==> config.mk <==
export PLATFORM = sky130hd
export DESIGN_NAME = pad_router_top
export DESIGN_NICKNAME = d
export VERILOG_FILES = /design/src/hw/pad_router_pkg.sv /design/src/hw/bridge_settings_regs.sv /design/src/hw/pad_router_top.sv /design/src/hw/player_select.sv /design/src/hw/stick_deadzone.sv
export VERILOG_INCLUDE_DIRS = /design/src /design/src/include
export SDC_FILE = /design/constraint.sdc
export NUM_CORES = 1
export LEC_CHECK = 0
export ABC_AREA = 0
export BUFFER_PORTS_ARGS = -buffer_cell sky130_fd_sc_hd__buf_2
export CAP_MARGIN = 20
export CORE_MARGIN = 4
export CORE_UTILIZATION = 52
export CTS_CLUSTER_DIAMETER = 60
export DETAILED_ROUTE_END_ITERATION = 8
export GPL_ROUTABILITY_DRIVEN = 0
export PLACE_DENSITY = 0.77
export SLEW_MARGIN = 5
export SYNTH_ARGS = -nofsm -noshare
export SYNTH_HDL_FRONTEND = slang
export SYNTH_SLANG_ARGS = --single-unit
==> constraint.sdc <==
create_clock -name clk_74a -period 4 [get_ports clk_74a]
set_input_delay 0.4 -clock clk_74a [delete_from_list [all_inputs] [get_ports clk_74a]]
set_output_delay 0.4 -clock clk_74a [all_outputs]
set_load 0.03 [all_outputs]
==> src/include/pad_router_settings.svh <==
//////////////////////////////
// bridge addresses, settings word field
// positions and the stick resting value
//////////////////////////////

`ifndef PAD_ROUTER_SETTINGS_SVH
`define PAD_ROUTER_SETTINGS_SVH

//////////////////////////////
// bridge addresses
//////////////////////////////

`define PR_ADDR_DEADZONE   32'h0000_010C
`define PR_ADDR_ANALOGIZER 32'hF700_0000

//////////////////////////////
// adapter settings word
//////////////////////////////

`define PR_SETTINGS_W    14

// controller type, zero when the adapter is off
`define PR_CONT_TYPE_LSB 0
`define PR_CONT_TYPE_W   5

// bit 5 is spare and bits 13:10 carry the video type
`define PR_ASSIGN_LSB    6
`define PR_ASSIGN_W      4

// unsigned axis at rest
`define PR_STICK_CENTRE  8'd128

`endif

==> src/hw/pad_router_pkg.sv <==
//////////////////////////////
// shared data types for the pad router
// and the assignment mode encoding
//////////////////////////////

`include "pad_router_settings.svh"

package pad_router_pkg;

  // pocket key bitmap
  // [3:0] dpad up/down/left/right
  // [7:4] face a/b/x/y
  // [13:8] triggers l1 r1 l2 r2 l3 r3
  // [15:14] start and select
  typedef logic [15:0] pad_keys_t;

  // one unsigned stick axis, centre at 128
  typedef logic [7:0] stick_axis_t;

  // bridge address and data
  typedef logic [31:0] bridge_word_t;

  // adapter settings word as written over the bridge
  typedef logic [`PR_SETTINGS_W-1:0] analogizer_cfg_t;

  // adapter controller type
  typedef logic [`PR_CONT_TYPE_W-1:0] cont_type_t;

  // which player slots the adapter pads take over
  // codes 7 to 15 fall back to pocket controllers
  typedef enum logic [`PR_ASSIGN_W-1:0] {
    assign_p1_snac      = 0,
    assign_p2_snac      = 1,
    assign_p1p2_snac    = 2,
    assign_p1p2_swap    = 3,
    assign_all_snac     = 4,
    assign_all_reversed = 5,
    assign_p3p4_snac    = 6
  } assign_mode_t;

endpackage

==> src/hw/bridge_settings_regs.sv <==
//////////////////////////////
// bridge settings registers
// deadzone and adapter settings word
// with write decode and readback mux
//////////////////////////////

`timescale 1ns/1ps

`include "pad_router_settings.svh"

module bridge_settings_regs (
  input  logic                          clk_74a,
  input  logic                          pll_core_locked,

  // bridge, synchronous to clk_74a
  input  pad_router_pkg::bridge_word_t  bridge_addr,
  input  logic                          bridge_wr,
  input  pad_router_pkg::bridge_word_t  bridge_wr_data,
  output pad_router_pkg::bridge_word_t  bridge_rd_data,

  // settings to the pipeline
  output pad_router_pkg::stick_axis_t   deadzone,
  output pad_router_pkg::cont_type_t    cont_type,
  output pad_router_pkg::assign_mode_t  assign_mode
);

  // stored adapter word
  pad_router_pkg::analogizer_cfg_t analogizer_settings;

  //////////////////////////////
  // write decode
  //////////////////////////////

  // exact address match, everything else is dropped
  always_ff @(posedge clk_74a or negedge pll_core_locked) begin
    if (!pll_core_locked) begin
      deadzone            <= '0;
      analogizer_settings <= '0;
    end else if (bridge_wr) begin
      case (bridge_addr)
        `PR_ADDR_DEADZONE: begin
          deadzone <= bridge_wr_data[7:0];
        end
        `PR_ADDR_ANALOGIZER: begin
          // upper bits of the data word are discarded
          analogizer_settings <= bridge_wr_data[`PR_SETTINGS_W-1:0];
        end
        default: begin
        end
      endcase
    end
  end

  //////////////////////////////
  // readback
  //////////////////////////////

  // only the adapter word is readable
  always_comb begin
    bridge_rd_data = '0;
    if (bridge_addr == `PR_ADDR_ANALOGIZER) begin
      bridge_rd_data = pad_router_pkg::bridge_word_t'(analogizer_settings);
    end
  end

  //////////////////////////////
  // field split
  //////////////////////////////

  assign cont_type =
    analogizer_settings[`PR_CONT_TYPE_LSB +: `PR_CONT_TYPE_W];

  // codes past the last mode stay as they are and hit the default route
  assign assign_mode = pad_router_pkg::assign_mode_t'(
    analogizer_settings[`PR_ASSIGN_LSB +: `PR_ASSIGN_W]);

endmodule

==> src/hw/pad_router_top.sv <==
//////////////////////////////
// pad router top level
// settings registers beside the
// three stage controller pipeline
//////////////////////////////

`timescale 1ns/1ps

module pad_router_top (
  input  logic                          clk_74a,
  input  logic                          pll_core_locked,

  // bridge
  input  pad_router_pkg::bridge_word_t  bridge_addr,
  input  logic                          bridge_wr,
  input  pad_router_pkg::bridge_word_t  bridge_wr_data,
  output pad_router_pkg::bridge_word_t  bridge_rd_data,

  // pocket controllers
  input  pad_router_pkg::pad_keys_t     cont1_key,
  input  pad_router_pkg::pad_keys_t     cont2_key,
  input  pad_router_pkg::pad_keys_t     cont3_key,
  input  pad_router_pkg::pad_keys_t     cont4_key,
  input  pad_router_pkg::bridge_word_t  cont1_joy,

  // adapter pad button words
  input  pad_router_pkg::pad_keys_t     snac1_btn,
  input  pad_router_pkg::pad_keys_t     snac2_btn,
  input  pad_router_pkg::pad_keys_t     snac3_btn,
  input  pad_router_pkg::pad_keys_t     snac4_btn,

  // player outputs
  output pad_router_pkg::pad_keys_t     p1_controls,
  output pad_router_pkg::pad_keys_t     p2_controls,
  output pad_router_pkg::pad_keys_t     p3_controls,
  output pad_router_pkg::pad_keys_t     p4_controls,
  output pad_router_pkg::stick_axis_t   p1_stick_x,
  output pad_router_pkg::stick_axis_t   p1_stick_y
);

  // settings
  pad_router_pkg::stick_axis_t  deadzone;
  pad_router_pkg::cont_type_t   cont_type;
  pad_router_pkg::assign_mode_t assign_mode;

  // stage 2 to stage 3
  pad_router_pkg::pad_keys_t    key1_q, key2_q, key3_q, key4_q;
  pad_router_pkg::pad_keys_t    snac1_q, snac2_q, snac3_q, snac4_q;
  pad_router_pkg::stick_axis_t  stick_x_q, stick_y_q;

  bridge_settings_regs settings_regs (
    .clk_74a        (clk_74a),
    .pll_core_locked(pll_core_locked),
    .bridge_addr    (bridge_addr),
    .bridge_wr      (bridge_wr),
    .bridge_wr_data (bridge_wr_data),
    .bridge_rd_data (bridge_rd_data),
    .deadzone       (deadzone),
    .cont_type      (cont_type),
    .assign_mode    (assign_mode)
  );

  stick_deadzone deadzone_stage (
    .clk_74a        (clk_74a),
    .pll_core_locked(pll_core_locked),
    .cont1_key      (cont1_key),
    .cont2_key      (cont2_key),
    .cont3_key      (cont3_key),
    .cont4_key      (cont4_key),
    .cont1_joy      (cont1_joy),
    .snac1_btn      (snac1_btn),
    .snac2_btn      (snac2_btn),
    .snac3_btn      (snac3_btn),
    .snac4_btn      (snac4_btn),
    .deadzone       (deadzone),
    .key1_q         (key1_q),
    .key2_q         (key2_q),
    .key3_q         (key3_q),
    .key4_q         (key4_q),
    .snac1_q        (snac1_q),
    .snac2_q        (snac2_q),
    .snac3_q        (snac3_q),
    .snac4_q        (snac4_q),
    .stick_x_q      (stick_x_q),
    .stick_y_q      (stick_y_q)
  );

  player_select select_stage (
    .clk_74a        (clk_74a),
    .pll_core_locked(pll_core_locked),
    .key1           (key1_q),
    .key2           (key2_q),
    .key3           (key3_q),
    .key4           (key4_q),
    .snac1          (snac1_q),
    .snac2          (snac2_q),
    .snac3          (snac3_q),
    .snac4          (snac4_q),
    .stick_x        (stick_x_q),
    .stick_y        (stick_y_q),
    .cont_type      (cont_type),
    .assign_mode    (assign_mode),
    .p1_controls    (p1_controls),
    .p2_controls    (p2_controls),
    .p3_controls    (p3_controls),
    .p4_controls    (p4_controls),
    .p1_stick_x     (p1_stick_x),
    .p1_stick_y     (p1_stick_y)
  );

endmodule

==> src/hw/player_select.sv <==
//////////////////////////////
// pipeline stage 3
// routes pocket and adapter pads to players
//////////////////////////////

`timescale 1ns/1ps

module player_select (
  input  logic                          clk_74a,
  input  logic                          pll_core_locked,

  // pocket controllers
  input  pad_router_pkg::pad_keys_t     key1,
  input  pad_router_pkg::pad_keys_t     key2,
  input  pad_router_pkg::pad_keys_t     key3,
  input  pad_router_pkg::pad_keys_t     key4,

  // adapter pads
  input  pad_router_pkg::pad_keys_t     snac1,
  input  pad_router_pkg::pad_keys_t     snac2,
  input  pad_router_pkg::pad_keys_t     snac3,
  input  pad_router_pkg::pad_keys_t     snac4,

  // calibrated player 1 stick
  input  pad_router_pkg::stick_axis_t   stick_x,
  input  pad_router_pkg::stick_axis_t   stick_y,

  input  pad_router_pkg::cont_type_t    cont_type,
  input  pad_router_pkg::assign_mode_t  assign_mode,

  output pad_router_pkg::pad_keys_t     p1_controls,
  output pad_router_pkg::pad_keys_t     p2_controls,
  output pad_router_pkg::pad_keys_t     p3_controls,
  output pad_router_pkg::pad_keys_t     p4_controls,
  output pad_router_pkg::stick_axis_t   p1_stick_x,
  output pad_router_pkg::stick_axis_t   p1_stick_y
);

  pad_router_pkg::pad_keys_t p1_next;
  pad_router_pkg::pad_keys_t p2_next;
  pad_router_pkg::pad_keys_t p3_next;
  pad_router_pkg::pad_keys_t p4_next;
  logic                      stick_on;

  //////////////////////////////
  // routing table
  //////////////////////////////

  always_comb begin
    // pocket pass-through unless a mode below overrides it
    p1_next  = key1;
    p2_next  = key2;
    p3_next  = key3;
    p4_next  = key4;
    stick_on = 1'b1;

    // adapter off when the type is zero
    if (cont_type != '0) begin
      case (assign_mode)
        pad_router_pkg::assign_p1_snac: begin
          p1_next  = snac1;
          stick_on = 1'b0;
        end
        pad_router_pkg::assign_p2_snac: begin
          p2_next = snac1;
        end
        pad_router_pkg::assign_p1p2_snac: begin
          p1_next  = snac1;
          p2_next  = snac2;
          stick_on = 1'b0;
        end
        pad_router_pkg::assign_p1p2_swap: begin
          p1_next  = snac2;
          p2_next  = snac1;
          stick_on = 1'b0;
        end
        pad_router_pkg::assign_all_snac: begin
          p1_next  = snac1;
          p2_next  = snac2;
          p3_next  = snac3;
          p4_next  = snac4;
          stick_on = 1'b0;
        end
        pad_router_pkg::assign_all_reversed: begin
          p1_next  = snac4;
          p2_next  = snac3;
          p3_next  = snac2;
          p4_next  = snac1;
          stick_on = 1'b0;
        end
        // player 1 stays on the pocket so the stick follows it
        pad_router_pkg::assign_p3p4_snac: begin
          p3_next = snac1;
          p4_next = snac2;
        end
        default: begin
        end
      endcase
    end
  end

  // stage 3 output registers
  always_ff @(posedge clk_74a or negedge pll_core_locked) begin
    if (!pll_core_locked) begin
      p1_controls <= '0;
      p2_controls <= '0;
      p3_controls <= '0;
      p4_controls <= '0;
      p1_stick_x  <= '0;
      p1_stick_y  <= '0;
    end else begin
      p1_controls <= p1_next;
      p2_controls <= p2_next;
      p3_controls <= p3_next;
      p4_controls <= p4_next;
      // adapter pad on player 1 has no stick
      p1_stick_x  <= stick_on ? stick_x : '0;
      p1_stick_y  <= stick_on ? stick_y : '0;
    end
  end

endmodule

==> src/hw/stick_deadzone.sv <==
//////////////////////////////
// pipeline stages 1 and 2
// input capture and player 1 deadzone
//////////////////////////////

`timescale 1ns/1ps

`include "pad_router_settings.svh"

module stick_deadzone (
  input  logic                          clk_74a,
  input  logic                          pll_core_locked,

  input  pad_router_pkg::pad_keys_t     cont1_key,
  input  pad_router_pkg::pad_keys_t     cont2_key,
  input  pad_router_pkg::pad_keys_t     cont3_key,
  input  pad_router_pkg::pad_keys_t     cont4_key,
  input  pad_router_pkg::bridge_word_t  cont1_joy,
  input  pad_router_pkg::pad_keys_t     snac1_btn,
  input  pad_router_pkg::pad_keys_t     snac2_btn,
  input  pad_router_pkg::pad_keys_t     snac3_btn,
  input  pad_router_pkg::pad_keys_t     snac4_btn,
  input  pad_router_pkg::stick_axis_t   deadzone,

  output pad_router_pkg::pad_keys_t     key1_q,
  output pad_router_pkg::pad_keys_t     key2_q,
  output pad_router_pkg::pad_keys_t     key3_q,
  output pad_router_pkg::pad_keys_t     key4_q,
  output pad_router_pkg::pad_keys_t     snac1_q,
  output pad_router_pkg::pad_keys_t     snac2_q,
  output pad_router_pkg::pad_keys_t     snac3_q,
  output pad_router_pkg::pad_keys_t     snac4_q,
  output pad_router_pkg::stick_axis_t   stick_x_q,
  output pad_router_pkg::stick_axis_t   stick_y_q
);

  // distance of one axis from centre, 0 to 128
  function automatic logic [7:0] axis_deflection(input pad_router_pkg::stick_axis_t v);
    axis_deflection = v[7] ? {1'b0, v[6:0]} : `PR_STICK_CENTRE - {1'b0, v[6:0]};
  endfunction

  pad_router_pkg::pad_keys_t [3:0] key_s1;
  pad_router_pkg::pad_keys_t [3:0] snac_s1;
  pad_router_pkg::stick_axis_t     stick_x_s1;
  pad_router_pkg::stick_axis_t     stick_y_s1;

  logic [8:0] deflection_total;
  logic       stick_live;

  // stage 1, only the left stick of cont1 is kept
  always_ff @(posedge clk_74a or negedge pll_core_locked) begin
    if (!pll_core_locked) begin
      key_s1     <= '0;
      snac_s1    <= '0;
      stick_x_s1 <= '0;
      stick_y_s1 <= '0;
    end else begin
      key_s1     <= {cont4_key, cont3_key, cont2_key, cont1_key};
      snac_s1    <= {snac4_btn, snac3_btn, snac2_btn, snac1_btn};
      stick_x_s1 <= cont1_joy[7:0];
      stick_y_s1 <= cont1_joy[15:8];
    end
  end

  // deadzone is taken live here
  assign deflection_total = axis_deflection(stick_x_s1) + axis_deflection(stick_y_s1);
  assign stick_live       = deflection_total > {1'b0, deadzone};

  // stage 2, buttons just ride along with the stick
  always_ff @(posedge clk_74a or negedge pll_core_locked) begin
    if (!pll_core_locked) begin
      {key4_q, key3_q, key2_q, key1_q}     <= '0;
      {snac4_q, snac3_q, snac2_q, snac1_q} <= '0;
      stick_x_q <= '0;
      stick_y_q <= '0;
    end else begin
      {key4_q, key3_q, key2_q, key1_q}     <= key_s1;
      {snac4_q, snac3_q, snac2_q, snac1_q} <= snac_s1;
      stick_x_q <= stick_live ? stick_x_s1 : `PR_STICK_CENTRE;
      stick_y_q <= stick_live ? stick_y_s1 : `PR_STICK_CENTRE;
    end
  end

endmodule

==> results of run 1 <==
final cells by class:
type                    instances  area, µm²  share of cell area (%)
well taps                     324        405                    2.32
repair buffers                437       2940                    16.8
multi-input cells             385       2900                    16.6
flip-flops and latches        390       9760                    56.0
diodes                          1       2.50                  0.0143
clock buffers                  57       1160                    6.68
clock inverters                15        108                   0.617
inverters                      44        165                   0.947
worst reg2reg max path: cells and delay by family (launching register included):
family                   cells  cell delay [ns]
AO/OA/AOI/OAI                6             1.14
XOR/XNOR                     1             0.13
adder cells (fa/ha/maj)      3             0.86
buffers and inverters        2             0.31
flip-flops                   1             0.38
multiplexers                 1             0.28
AND/OR/NAND/NOR              1             0.08
Yosys cell counts (4+ instances only):
cell        n
a21oi_1     5
nor4_1      5
xnor2_1    16
ha_1       18
mux2i_1    16
a222oi_1   64
inv_1      44
buf_2      14
mux2_1     22
o21ai_1    48
dfrtp_1   390
nor3_1      9
and2_1     30
clkbuf_1   22
nor2_1     10
nand4_1     4
nand2_1    55
a31oi_1    20
buf_4      21
flip-flops by register name, summed over array words and instances, names as in the netlist:
name,flops
deadzone_stage.key1_q,16
deadzone_stage.key2_q,16
deadzone_stage.key3_q,16
deadzone_stage.key4_q,16
deadzone_stage.key_s1,64
deadzone_stage.snac1_q,16
deadzone_stage.snac2_q,16
deadzone_stage.snac3_q,16
deadzone_stage.snac4_q,16
deadzone_stage.snac_s1,64
deadzone_stage.stick_x_q,8
deadzone_stage.stick_x_s1,8
deadzone_stage.stick_y_q,8
deadzone_stage.stick_y_s1,8
select_stage.p1_controls,16
select_stage.p1_stick_x,8
select_stage.p1_stick_y,8
select_stage.p2_controls,16
select_stage.p3_controls,16
select_stage.p4_controls,16
settings_regs.analogizer_settings,14
settings_regs.deadzone,8
cells by family after synthesis:
logic type | after synthesis | synth area share [%]
adder cells (fa/ha/maj) | 19 | 1.88
AND/OR/NAND/NOR | 137 | 6.02
buffers and inverters | 104 | 3.85
other | 1 | 0.0287
multiplexers | 40 | 3.30
AO/OA/AOI/OAI | 154 | 9.01
flip-flops | 390 | 74.8
XOR/XNOR | 17 | 1.14
metal layers:
layer	share of wire (%)	global-route usage, %
met4	3.4	8.15
met2	53	44.4
met5	0.050	0
met1	36	29.1
met3	8.4	5.62
per-stage QoR:
stage,instances,total power (µW)
floorplan,879,4910
global placement,1446,5270
detailed placement,1446,5310
CTS,1650,8920
global route,1653,9240
finish,1653,8880
cells in the final DEF (no fill, tap or decap), types with 15 or more instances in the layout:
cell	instances
dfrtp_1	390
buf_2	285
dlygate4sd3_1	134
a222oi_1	64
nand2_1	55
o21ai_1	48
inv_1	44
clkbuf_16	40
and2_1	30
mux2_1	22
a31oi_1	20
ha_1	18
conb_1	18
xnor2_1	16
mux2i_1	16
buf_4	15
power by group:
part | total, µW | switching (µW) | internal (µW)
combinational | 998 | 600 | 398
sequential | 4350 | 115 | 4240
clock | 3530 | 1490 | 2040
total | 8880 | 2200 | 6680
timing repair:
action | in CTS | in global routing
hold endpoints to repair | 138 | 2
gates resized for setup | 0 | 0
hold buffers | 132 | 2
worst max-delay path by stage:
stage                                             from                           to  slack, ns
after floorplan           deadzone_stage.stick_x_s1[0]  deadzone_stage.stick_x_q[0]       0.72
after global placement    deadzone_stage.stick_y_s1[0]  deadzone_stage.stick_y_q[6]       0.80
after detailed placement  deadzone_stage.stick_y_s1[0]  deadzone_stage.stick_x_q[6]       0.73
after CTS                 deadzone_stage.stick_y_s1[0]  deadzone_stage.stick_x_q[6]       0.70
after global routing      deadzone_stage.stick_y_s1[0]  deadzone_stage.stick_x_q[6]       0.49
final                     deadzone_stage.stick_y_s1[0]  deadzone_stage.stick_x_q[6]       0.68
==> impl_metrics.json, run 1 <==
{
  "via_per_inst": 5.35,
  "cp.arrival_ns": 3.69,
  "cts_made_buffers": 39,
  "grt_usage_pct": 24.5,
  "antenna_left": 0,
  "wire_per_inst_um": 20.6,
  "hold_slack_ns": 0.0141,
  "hpwl_mm": 21.7,
  "hp-class": "input port to flip-flop",
  "synth_area_mm2": 0.0131,
  "fin_skew_ns": 0.0210,
  "timing.rr.start": "deadzone_stage.stick_y_s1[0]",
  "setup_slack_ns": 0.682,
  "timing.reg2reg.setup_slack_ns": 0.68,
  "fp.dieW_um": 166,
  "start_kind": "flip-flop",
  "dr_total_vias": 8839,
  "drive_gt1_share_pct": 29.2,
  "hold_start": "cont1_key[13]",
  "routed_wl_mm": 34.1,
  "netlist.area_leader.share_pct": 74.8,
  "chipHeight_um": 166,
  "yosys.area.top_type": "dfrtp_1",
  "drtIter0Drc": 1104,
  "clkTransAtPathRegs_ns": 0.06,
  "pin_count": 339,
  "vdd_drop_max_mv": 0.356,
  "cpMaxStageDelayCell": "dfrtp_1",
  "drv_cap": 0,
  "rsz0062_at_grt": "no",
  "crit_type": "flip-flop to flip-flop",
  "critical_path_cell_count": 14,
  "design_area_mm2": 0.0174,
  "path_max_fanout": 16,
  "end_kind": "flip-flop",
  "p_per_area_mw_per_mm2": 509,
  "synth_async_sr_flop_share_pct": 100,
  "clock-root-buffer": "clkbuf_16",
  "synth_area_leaders": "dfrtp_1 75%, a222oi_1 4.9%, mux2_1 1.9%",
  "fin_crit_ns": 3.32,
  "setup_viol": 0,
  "clk_latency_ns": 0.52,
  "die_area_mm2": 0.0277,
  "crit_chain": "inv_1 -> ha_1 -> mux2_2 -> ha_1 -> a21oi_1 -> o211ai_1 -> o41ai_1 -> xnor2_1 -> ha_1 -> nand4_1 -> o22a_1 -> o22ai_1 -> buf_4 -> a31oi_1",
  "fin_crit_sh_pct": 82.9,
  "crit_required_ns": 4.37,
  "std_cell_rows": 57,
  "synthCells": 862,
  "synth-seq-area-share_pct": 74.8,
  "ff2ff_path_depth": 14,
  "htree_levels": 2,
  "grt_max_degree": 122,
  "status": "finished, violations left",
  "crit_family": "compound AO/OA/AOI/OAI gates",
  "place_area_mm2": 0.0148,
  "fmax_ghz": 0.301,
  "start_util_pct": 53.2,
  "worstMarginPinSlew_ns": 1.11,
  "cts_tree": "yes",
  "final_core_util_pct": 71.1,
  "slew-limit-headroom_pct": 26.0,
  "crit_top_cell": "ha_1",
  "final_max_slew_viol_count": 0,
  "n_fill_cell": 1563,
  "clock-sinks": 390,
  "grt_pass1_vias": 9592,
  "cp_num_buf_inv": 2,
  "overflow": 0,
  "avgSynthCellArea_um2": 15.1,
  "nets": 1543,
  "clockBufferDepth": 3,
  "drc": 2,
  "ys_warn_count": 0,
  "grt_pass1_wl_mm": 53.0,
  "synth_cell_type_count": 54,
  "hold_viol": 0,
  "ys.flop_type": "dfrtp_1",
  "coreArea_mm2": 0.0245,
  "firstDrtPassIters": 9,
  "r2r_end": "deadzone_stage.stick_x_q[6]",
  "portBuffers": 286,
  "cpPeakStageDelay_ns": 0.38,
  "pre_cts_ws_ns": 0.730,
  "antenna_found_initial": 2,
  "holdPathEnd": "deadzone_stage.key_s1[13]",
  "synth_seq_cells": 390,
  "hold_depth": 1,
  "synth-edff-count": 0,
  "post_cts_buffers": 0,
  "setup_tns_ns": 0,
  "area_delta_synth_final_pct": 33.6,
  "p_leak_uw": 0.00827,
  "violations": "design-rule violations"
}
No activity file was read; power rests on OpenSTA's default activity.
==> run 2, diff against run 1 <==
- ABC_AREA: 0 -> 1
- CORE_UTILIZATION: 52 -> 47
- PLACE_DENSITY: 0.77 -> 0.73
- clock period: 4 -> 2.9 ns (I/O delays scaled with it)
==> run 2 against run 1 <==
The flow finishes with violations (negative setup slack). Synthesized cell count rose by 36%. Core utilization fell by 4.5 points. Highest routed layer unchanged. Power rose by 46%. Sequential share of layout area fell by 3.5 points. Cell count rose by 25%. Worst setup slack got worse by 0.95 ns.
==> impl_metrics.json, run 2 <==
{
  "status": "finished, violations left",
  "violations": "negative setup slack",
  "synth_seq_cells": 390,
  "clock-sinks": 390,
  "synth-simple-area-share_pct": 14.5,
  "crit_family": "adder cells",
  "cp.arrival_ns": 3.57,
  "crit_chain": "inv_2 -> ha_4 -> inv_2 -> nor3_4 -> nor2_1 -> xor2_1 -> ha_1 -> a21o_1 -> a21oi_2 -> xor2_1 -> inv_1 -> ha_4 -> nand2_4 -> nor2_4 -> buf_4 -> nand4_1 -> buf_6 -> nand2_8 -> a21oi_1",
  "cts_made_buffers": 42,
  "p_leak_uw": 0.00908,
  "crit_type": "flip-flop to flip-flop",
  "end_kind": "flip-flop",
  "clk_latency_ns": 0.54,
  "synthTopCellsByCount": "390 x dfrtp_1, 238 x nand2_1, 166 x nor2_1",
  "firstDrtPassIters": 8,
  "ys.flop_type": "dfrtp_1",
  "synth_compound_area_share_pct": 5.15,
  "worstMarginPinSlew_ns": 0.699,
  "fin_crit_sh_pct": 109,
  "antenna_left": 0,
  "cts_tree": "yes",
  "cp_num_buf_inv": 5,
  "clockBufferDepth": 3,
  "cpMaxStageDelayCell": "dfrtp_1",
  "path_max_fanout": 8,
  "drtIter0Drc": 786,
  "synth_cell_type_count": 34,
  "std_cell_rows": 61,
  "fp.dieW_um": 177,
  "grt_pass1_wl_mm": 57.7,
  "drv_cap": 0,
  "routed_wl_mm": 37.6,
  "drive_gt1_share_pct": 26.4,
  "vdd_drop_max_mv": 0.532,
  "reg_top3": "deadzone_stage.key_s1 (64), deadzone_stage.snac_s1 (64)",
  "synth-seq-area-share_pct": 72.8,
  "pin_count": 339,
  "rsz0062_at_grt": "yes",
  "drc": 0,
  "grt_usage_pct": 23.9,
  "portBuffers": 286,
  "n_fill_cell": 2026,
  "start_kind": "flip-flop",
  "hpwl_mm": 22.7,
  "yosysMostFrequentCell": "dfrtp_1",
  "synth_async_sr_flop_share_pct": 100,
  "via_per_inst": 4.95,
  "final_max_slew_viol_count": 0,
  "avgSynthCellArea_um2": 11.4,
  "synth_area_mm2": 0.0134,
  "nets": 1905,
  "synth_top_family_by_area": "simple AND/OR/NAND/NOR gates",
  "fmax_ghz": 0.316,
  "p_comb_share_pct": 11.6,
  "chipHeight_um": 177,
  "p_sw_share_pct": 24.8,
  "yosys.area.top_type": "dfrtp_1",
  "setup_slack_ns": -0.266,
  "ys_warn_count": 0,
  "dr_total_vias": 10300,
  "final_cell_mix": "390 x dfrtp_1, 285 x buf_2, 232 x nand2_1",
  "grt_max_degree": 91,
  "final_common_cell": "dfrtp_1",
  "wire_per_inst_um": 18.1,
  "synth-edff-count": 0,
  "coreArea_mm2": 0.0279,
  "start_util_pct": 48.0,
  "pwr-share-seq_pct": 46.0,
  "overflow": 0,
  "crit_required_ns": 3.30,
  "slew-limit-headroom_pct": 53.3,
  "synthCells": 1172,
  "synth_area_leaders": "dfrtp_1 73%, nand2_1 6.7%, nor2_1 4.6%",
  "hp-class": "input port to flip-flop",
  "fin_crit_ns": 3.17,
  "internal_power_uw": 9750,
  "grt_pass1_vias": 10900,
  "clkPwrFrac_pct": 42.4,
  "cpPeakStageDelay_ns": 0.41,
  "p_sw_uw": 3210,
  "area_delta_synth_final_pct": 38.6,
  "fin_skew_ns": 0.0301,
  "antenna_found_initial": 4,
  "htree_levels": 2,
  "synthMuxAreaShare_pct": 0,
  "hold_viol": 0,
  "synthXorXnorAreaFrac_pct": 0.914,
  "clkTransAtPathRegs_ns": 0.06,
  "die_area_mm2": 0.0313,
  "hold_slack_ns": 0.0199,
  "synth-adder-area-share_pct": 1.83,
  "setup_tns_ns": -3.99,
  "clock-root-buffer": "clkbuf_16",
  "p_per_area_mw_per_mm2": 697,
  "setup_viol": 16,
  "netlist.area_leader.share_pct": 72.8
}
run 2: final timing paths:
check                                             startpoint                                     to  slack (ns)  cells after the start
worst min-delay path                      bridge_wr_data[12]  settings_regs.analogizer_settings[12]        0.02                      3
worst max register to register  deadzone_stage.stick_y_s1[1]            deadzone_stage.stick_x_q[1]       -0.27                     19
max in group asynchronous                    pll_core_locked            select_stage.p1_controls[1]        1.70                      3
worst max-delay path            deadzone_stage.stick_y_s1[1]            deadzone_stage.stick_x_q[1]       -0.27                     19
worst min register to register     deadzone_stage.key_s1[18]               deadzone_stage.key2_q[2]        0.33                      0
min in group asynchronous                    pll_core_locked           select_stage.p2_controls[14]        0.36                      2
run 2: cell families after synthesis:
| kind of cell | after synthesis |
|---|---|
| AND/OR/NAND/NOR | 482 |
| flip-flops | 390 |
| buffers and inverters | 141 |
| AO/OA/AOI/OAI | 125 |
| adder cells (fa/ha/maj) | 19 |
| XOR/XNOR | 14 |
| other | 1 |
run 2: metal layers:
| metal | track usage (%) | vias to the layer above | wire, µm |
|---|---|---|---|
| met5 | 0 | - | 15 |
| met4 | 12.0 | 4 | 1870 |
| met3 | 4.83 | 129 | 2820 |
| met2 | 40.6 | 500 | 18800 |
| met1 | 29.1 | 4978 | 14100 |
| li1 | - | 4652 | - |
run 2: power groups by stage:
stage / clock [µW] / sequential [µW] / combinational, µW
finish: 5500 / 5960 / 1510
CTS: 5570 / 5950 / 1480
global placement: 0 / 6030 / 1170
floorplan: 0 / 6230 / 446
detailed placement: 0 / 6040 / 1200
global route: 5850 / 5990 / 1640
run 2: area by class of cell:
type                    count  area [µm²]  share of cell area [%]
flip-flops and latches    390        9760                    52.5
repair buffers            477        3300                    17.7
multi-input cells         659        3270                    17.6
clock buffers              62        1240                    6.66
well taps                 378         473                    2.54
inverters                  89         334                    1.80
clock inverters            14         209                    1.12
diodes                      3        7.51                  0.0404
run 2: through the flow:
stage	cells	area (µm²)	worst slack [ns]	utilization [%]	power (µW)
after floorplan	1189	13500	0.0174	-	6680
final	2072	18600	-0.266	66.6	13000
after global routing	2071	18600	-0.389	66.6	13500
after global placement	1838	15400	-0.217	55.3	7200
after CTS	2068	18500	-0.200	66.3	13000
after detailed placement	1838	15400	-0.431	55.3	7230
run 2: what timing repair did:
| action | CTS | global route |
|---|---|---|
| setup endpoints to repair | 16 | 16 |
| endpoints found under the hold margin | 231 | 0 |
| gates resized for setup | 28 | 14 |
| cloned | 1 | 0 |
| hold buffers | 148 | 0 |
| buffers inserted | 5 | 1 |
| pin swaps | 16 | 14 |
run 2: worst register-to-register path: cells and delay by family, from the launching register on:
| kind | cells | cell delay (ns) |
|---|---|---|
| buf+inv | 5 | 0.49 |
| fa+ha+maj | 3 | 0.75 |
| simple gates | 6 | 0.66 |
| flops | 1 | 0.41 |
| compound gates | 3 | 0.42 |
| xor+xnor | 2 | 0.33 |
==> run 3, diff against run 2 <==
- CORE_ASPECT_RATIO: not set -> 1.4
- CORE_UTILIZATION: 47 -> 40
- PLACE_DENSITY: 0.73 -> 0.63
==> run 3 against run 2 <==
The flow still finishes with violations (negative setup slack). Cell area hardly changed. Clock power is 11% lower. Global-route usage is 3.7 points lower. Register-to-register slack hardly changed. Worst setup slack better by 0.014 ns. Worst hold slack better by 0.0092 ns. Critical path depth is 2 higher. Combinational power hardly changed. Die area is 17% higher. Flip-flop and latch count stayed put. First-iteration DRC count is 45% lower.
==> impl_metrics.json, run 3 (synthesis gave the netlist of run 2 again) <==
{
  "grt_pass1_wl_mm": 56.5,
  "register_area_mm2": 0.00976,
  "coreArea_mm2": 0.0332,
  "internal_power_uw": 9370,
  "setup_slack_ns": -0.251,
  "p_per_area_mw_per_mm2": 664,
  "cpPeakStageDelay_ns": 0.38,
  "grt_usage_pct": 20.1,
  "nets": 1912,
  "area_delta_synth_final_pct": 38.6,
  "p_sw_uw": 2980,
  "clock-root-buffer": "clkbuf_16",
  "clock-sinks": 390,
  "drive_gt1_share_pct": 26.7,
  "status": "finished, violations left",
  "drv_cap": 0,
  "fp.dieW_um": 163,
  "hold_viol": 0,
  "std_cell_rows": 79,
  "violations": "negative setup slack",
  "fmax_ghz": 0.317,
  "setup_tns_ns": -3.47,
  "p_comb_share_pct": 12.1,
  "cts_made_buffers": 37,
  "chipHeight_um": 225,
  "n_fill_cell": 2784,
  "final_common_cell": "dfrtp_1",
  "end_kind": "flip-flop",
  "pin_count": 339,
  "clkTransAtPathRegs_ns": 0.06,
  "hp-class": "input port to flip-flop",
  "grt_pass1_vias": 10600,
  "grt_max_degree": 80,
  "antennaDiodeCount": 0,
  "antenna_found_initial": 0,
  "cpMaxStageDelayCell": "dfrtp_1",
  "setup_viol": 16,
  "reg_top3": "deadzone_stage.key_s1 (64), deadzone_stage.snac_s1 (64)",
  "multiInputGateArea_mm2": 0.00332,
  "antenna_left": 0,
  "crit_required_ns": 3.30,
  "clkPwrFrac_pct": 39.8,
  "worstMarginPinSlew_ns": 0.763,
  "routed_wl_mm": 36.7,
  "hold_slack_ns": 0.0291,
  "htree_levels": 2,
  "crit_start": "deadzone_stage.stick_y_s1[1]",
  "cp.arrival_ns": 3.55,
  "timing.rr.start": "deadzone_stage.stick_y_s1[1]",
  "hold_start": "bridge_wr_data[8]",
  "final_max_slew_viol_count": 0,
  "drtIter0Drc": 433,
  "p_sw_share_pct": 24.1,
  "rsz0062_at_grt": "yes",
  "crit_family": "simple AND/OR/NAND/NOR gates",
  "cts_tree": "yes",
  "fin_skew_ns": 0.0160,
  "dr_total_vias": 9896,
  "drc": 0,
  "wire_per_inst_um": 17.2,
  "hpwl_mm": 24.3,
  "vdd_drop_max_mv": 0.454,
  "clk_latency_ns": 0.52,
  "cp_num_buf_inv": 3,
  "clockBufferDepth": 3,
  "start_kind": "flip-flop",
  "p_leak_uw": 0.00903,
  "portBuffers": 286,
  "fin_crit_sh_pct": 109,
  "crit_top_cell": "nand2_1",
  "crit_type": "flip-flop to flip-flop",
  "start_util_pct": 40.4,
  "slew-limit-headroom_pct": 49.1,
  "fin_crit_ns": 3.15,
  "die_area_mm2": 0.0366,
  "path_max_fanout": 8,
  "firstDrtPassIters": 5,
  "via_per_inst": 4.64,
  "final_cell_mix": "390 x dfrtp_1, 285 x buf_2, 232 x nand2_1",
  "overflow": 0,
  "crit_chain": "buf_4 -> nor3_4 -> nor2_1 -> xor2_1 -> ha_1 -> a21oi_2 -> o21ai_4 -> buf_4 -> xor2_2 -> ha_1 -> nand2_1 -> inv_1 -> nand2_1 -> nand2_1 -> nand2_1 -> nand2_1 -> nand2_2 -> nand2_4 -> nand2_8 -> nand2_4 -> nand2_1",
  "pwr-share-seq_pct": 48.1
}
run 3: cell count changes in the layout (fill, tap and decap cells not counted), moves of 3 or more:
cell,delta
buf_4,+10
clkbuf_1,-3
o21ai_2,-3
a21oi_1,-5
diode_2,-3
dlygate4sd3_1,+3
a21oi_2,+5
clkbuf_16,-6
run 3: worst paths after layout:
| check | end | cells after the start | slack, ns |
|---|---|---|---|
| min reg2reg | deadzone_stage.snac3_q[15] | 0 | 0.34 |
| max in group asynchronous | deadzone_stage.key3_q[5] | 3 | 1.72 |
| max reg2reg | deadzone_stage.stick_y_q[7] | 21 | -0.25 |
| min | settings_regs.analogizer_settings[8] | 3 | 0.03 |
| max | deadzone_stage.stick_y_q[7] | 21 | -0.25 |
| min in group asynchronous | deadzone_stage.snac3_q[4] | 2 | 0.33 |
run 3: layout make-up:
cell class | instances | area share [%]
well taps | 445 | 3.00
multi-input cells | 659 | 17.9
repair buffers | 489 | 18.3
inverters | 89 | 1.80
clock buffers | 51 | 5.64
clock inverters | 10 | 0.956
flip-flops and latches | 390 | 52.5
run 3: per-layer routing:
layer  GRT usage [%]  vias up  wire length [µm]
met5               0        -                 0
met4            7.63        0              1330
met3            4.05       94              2290
met2            36.7      367             19500
met1            23.2     4788             13600
li1                -     4647                 -
run 3: through the flow:
step	power [µW]	util, %	instance area [µm²]	setup slack [ns]	std cells
2_1_floorplan	6680	-	13500	0.0174	1189
3_3_place_gp	7180	46.9	15600	-0.232	1911
3_5_place_dp	7210	46.9	15600	-0.411	1911
4_1_cts	12400	55.5	18400	-0.156	2129
5_1_grt	12900	56.0	18600	-0.386	2133
6_report	12300	56.0	18600	-0.251	2133
run 3: power by group through the flow:
stage / clock [µW] / combinational (µW) / sequential, µW
CTS: 5040 / 1430 / 5940
detailed placement: 0 / 1170 / 6040
global route: 5260 / 1640 / 5970
finish: 4910 / 1500 / 5940
floorplan: 0 / 446 / 6230
global placement: 0 / 1150 / 6030
run 3: repair_timing:
item,4_1_cts,5_1_grt
setup buffers,5,4
pin swaps,18,19
resized for setup,25,27
hold buffers,151,0
setup endpoints to repair,16,16
gates cloned,1,0
hold endpoints to repair,210,0
run 3: tightest hold or removal path, cell delays in order:
cell and delay [ns]:
buf_2 0.09, nand3_1 0.07, nand2_1 0.06
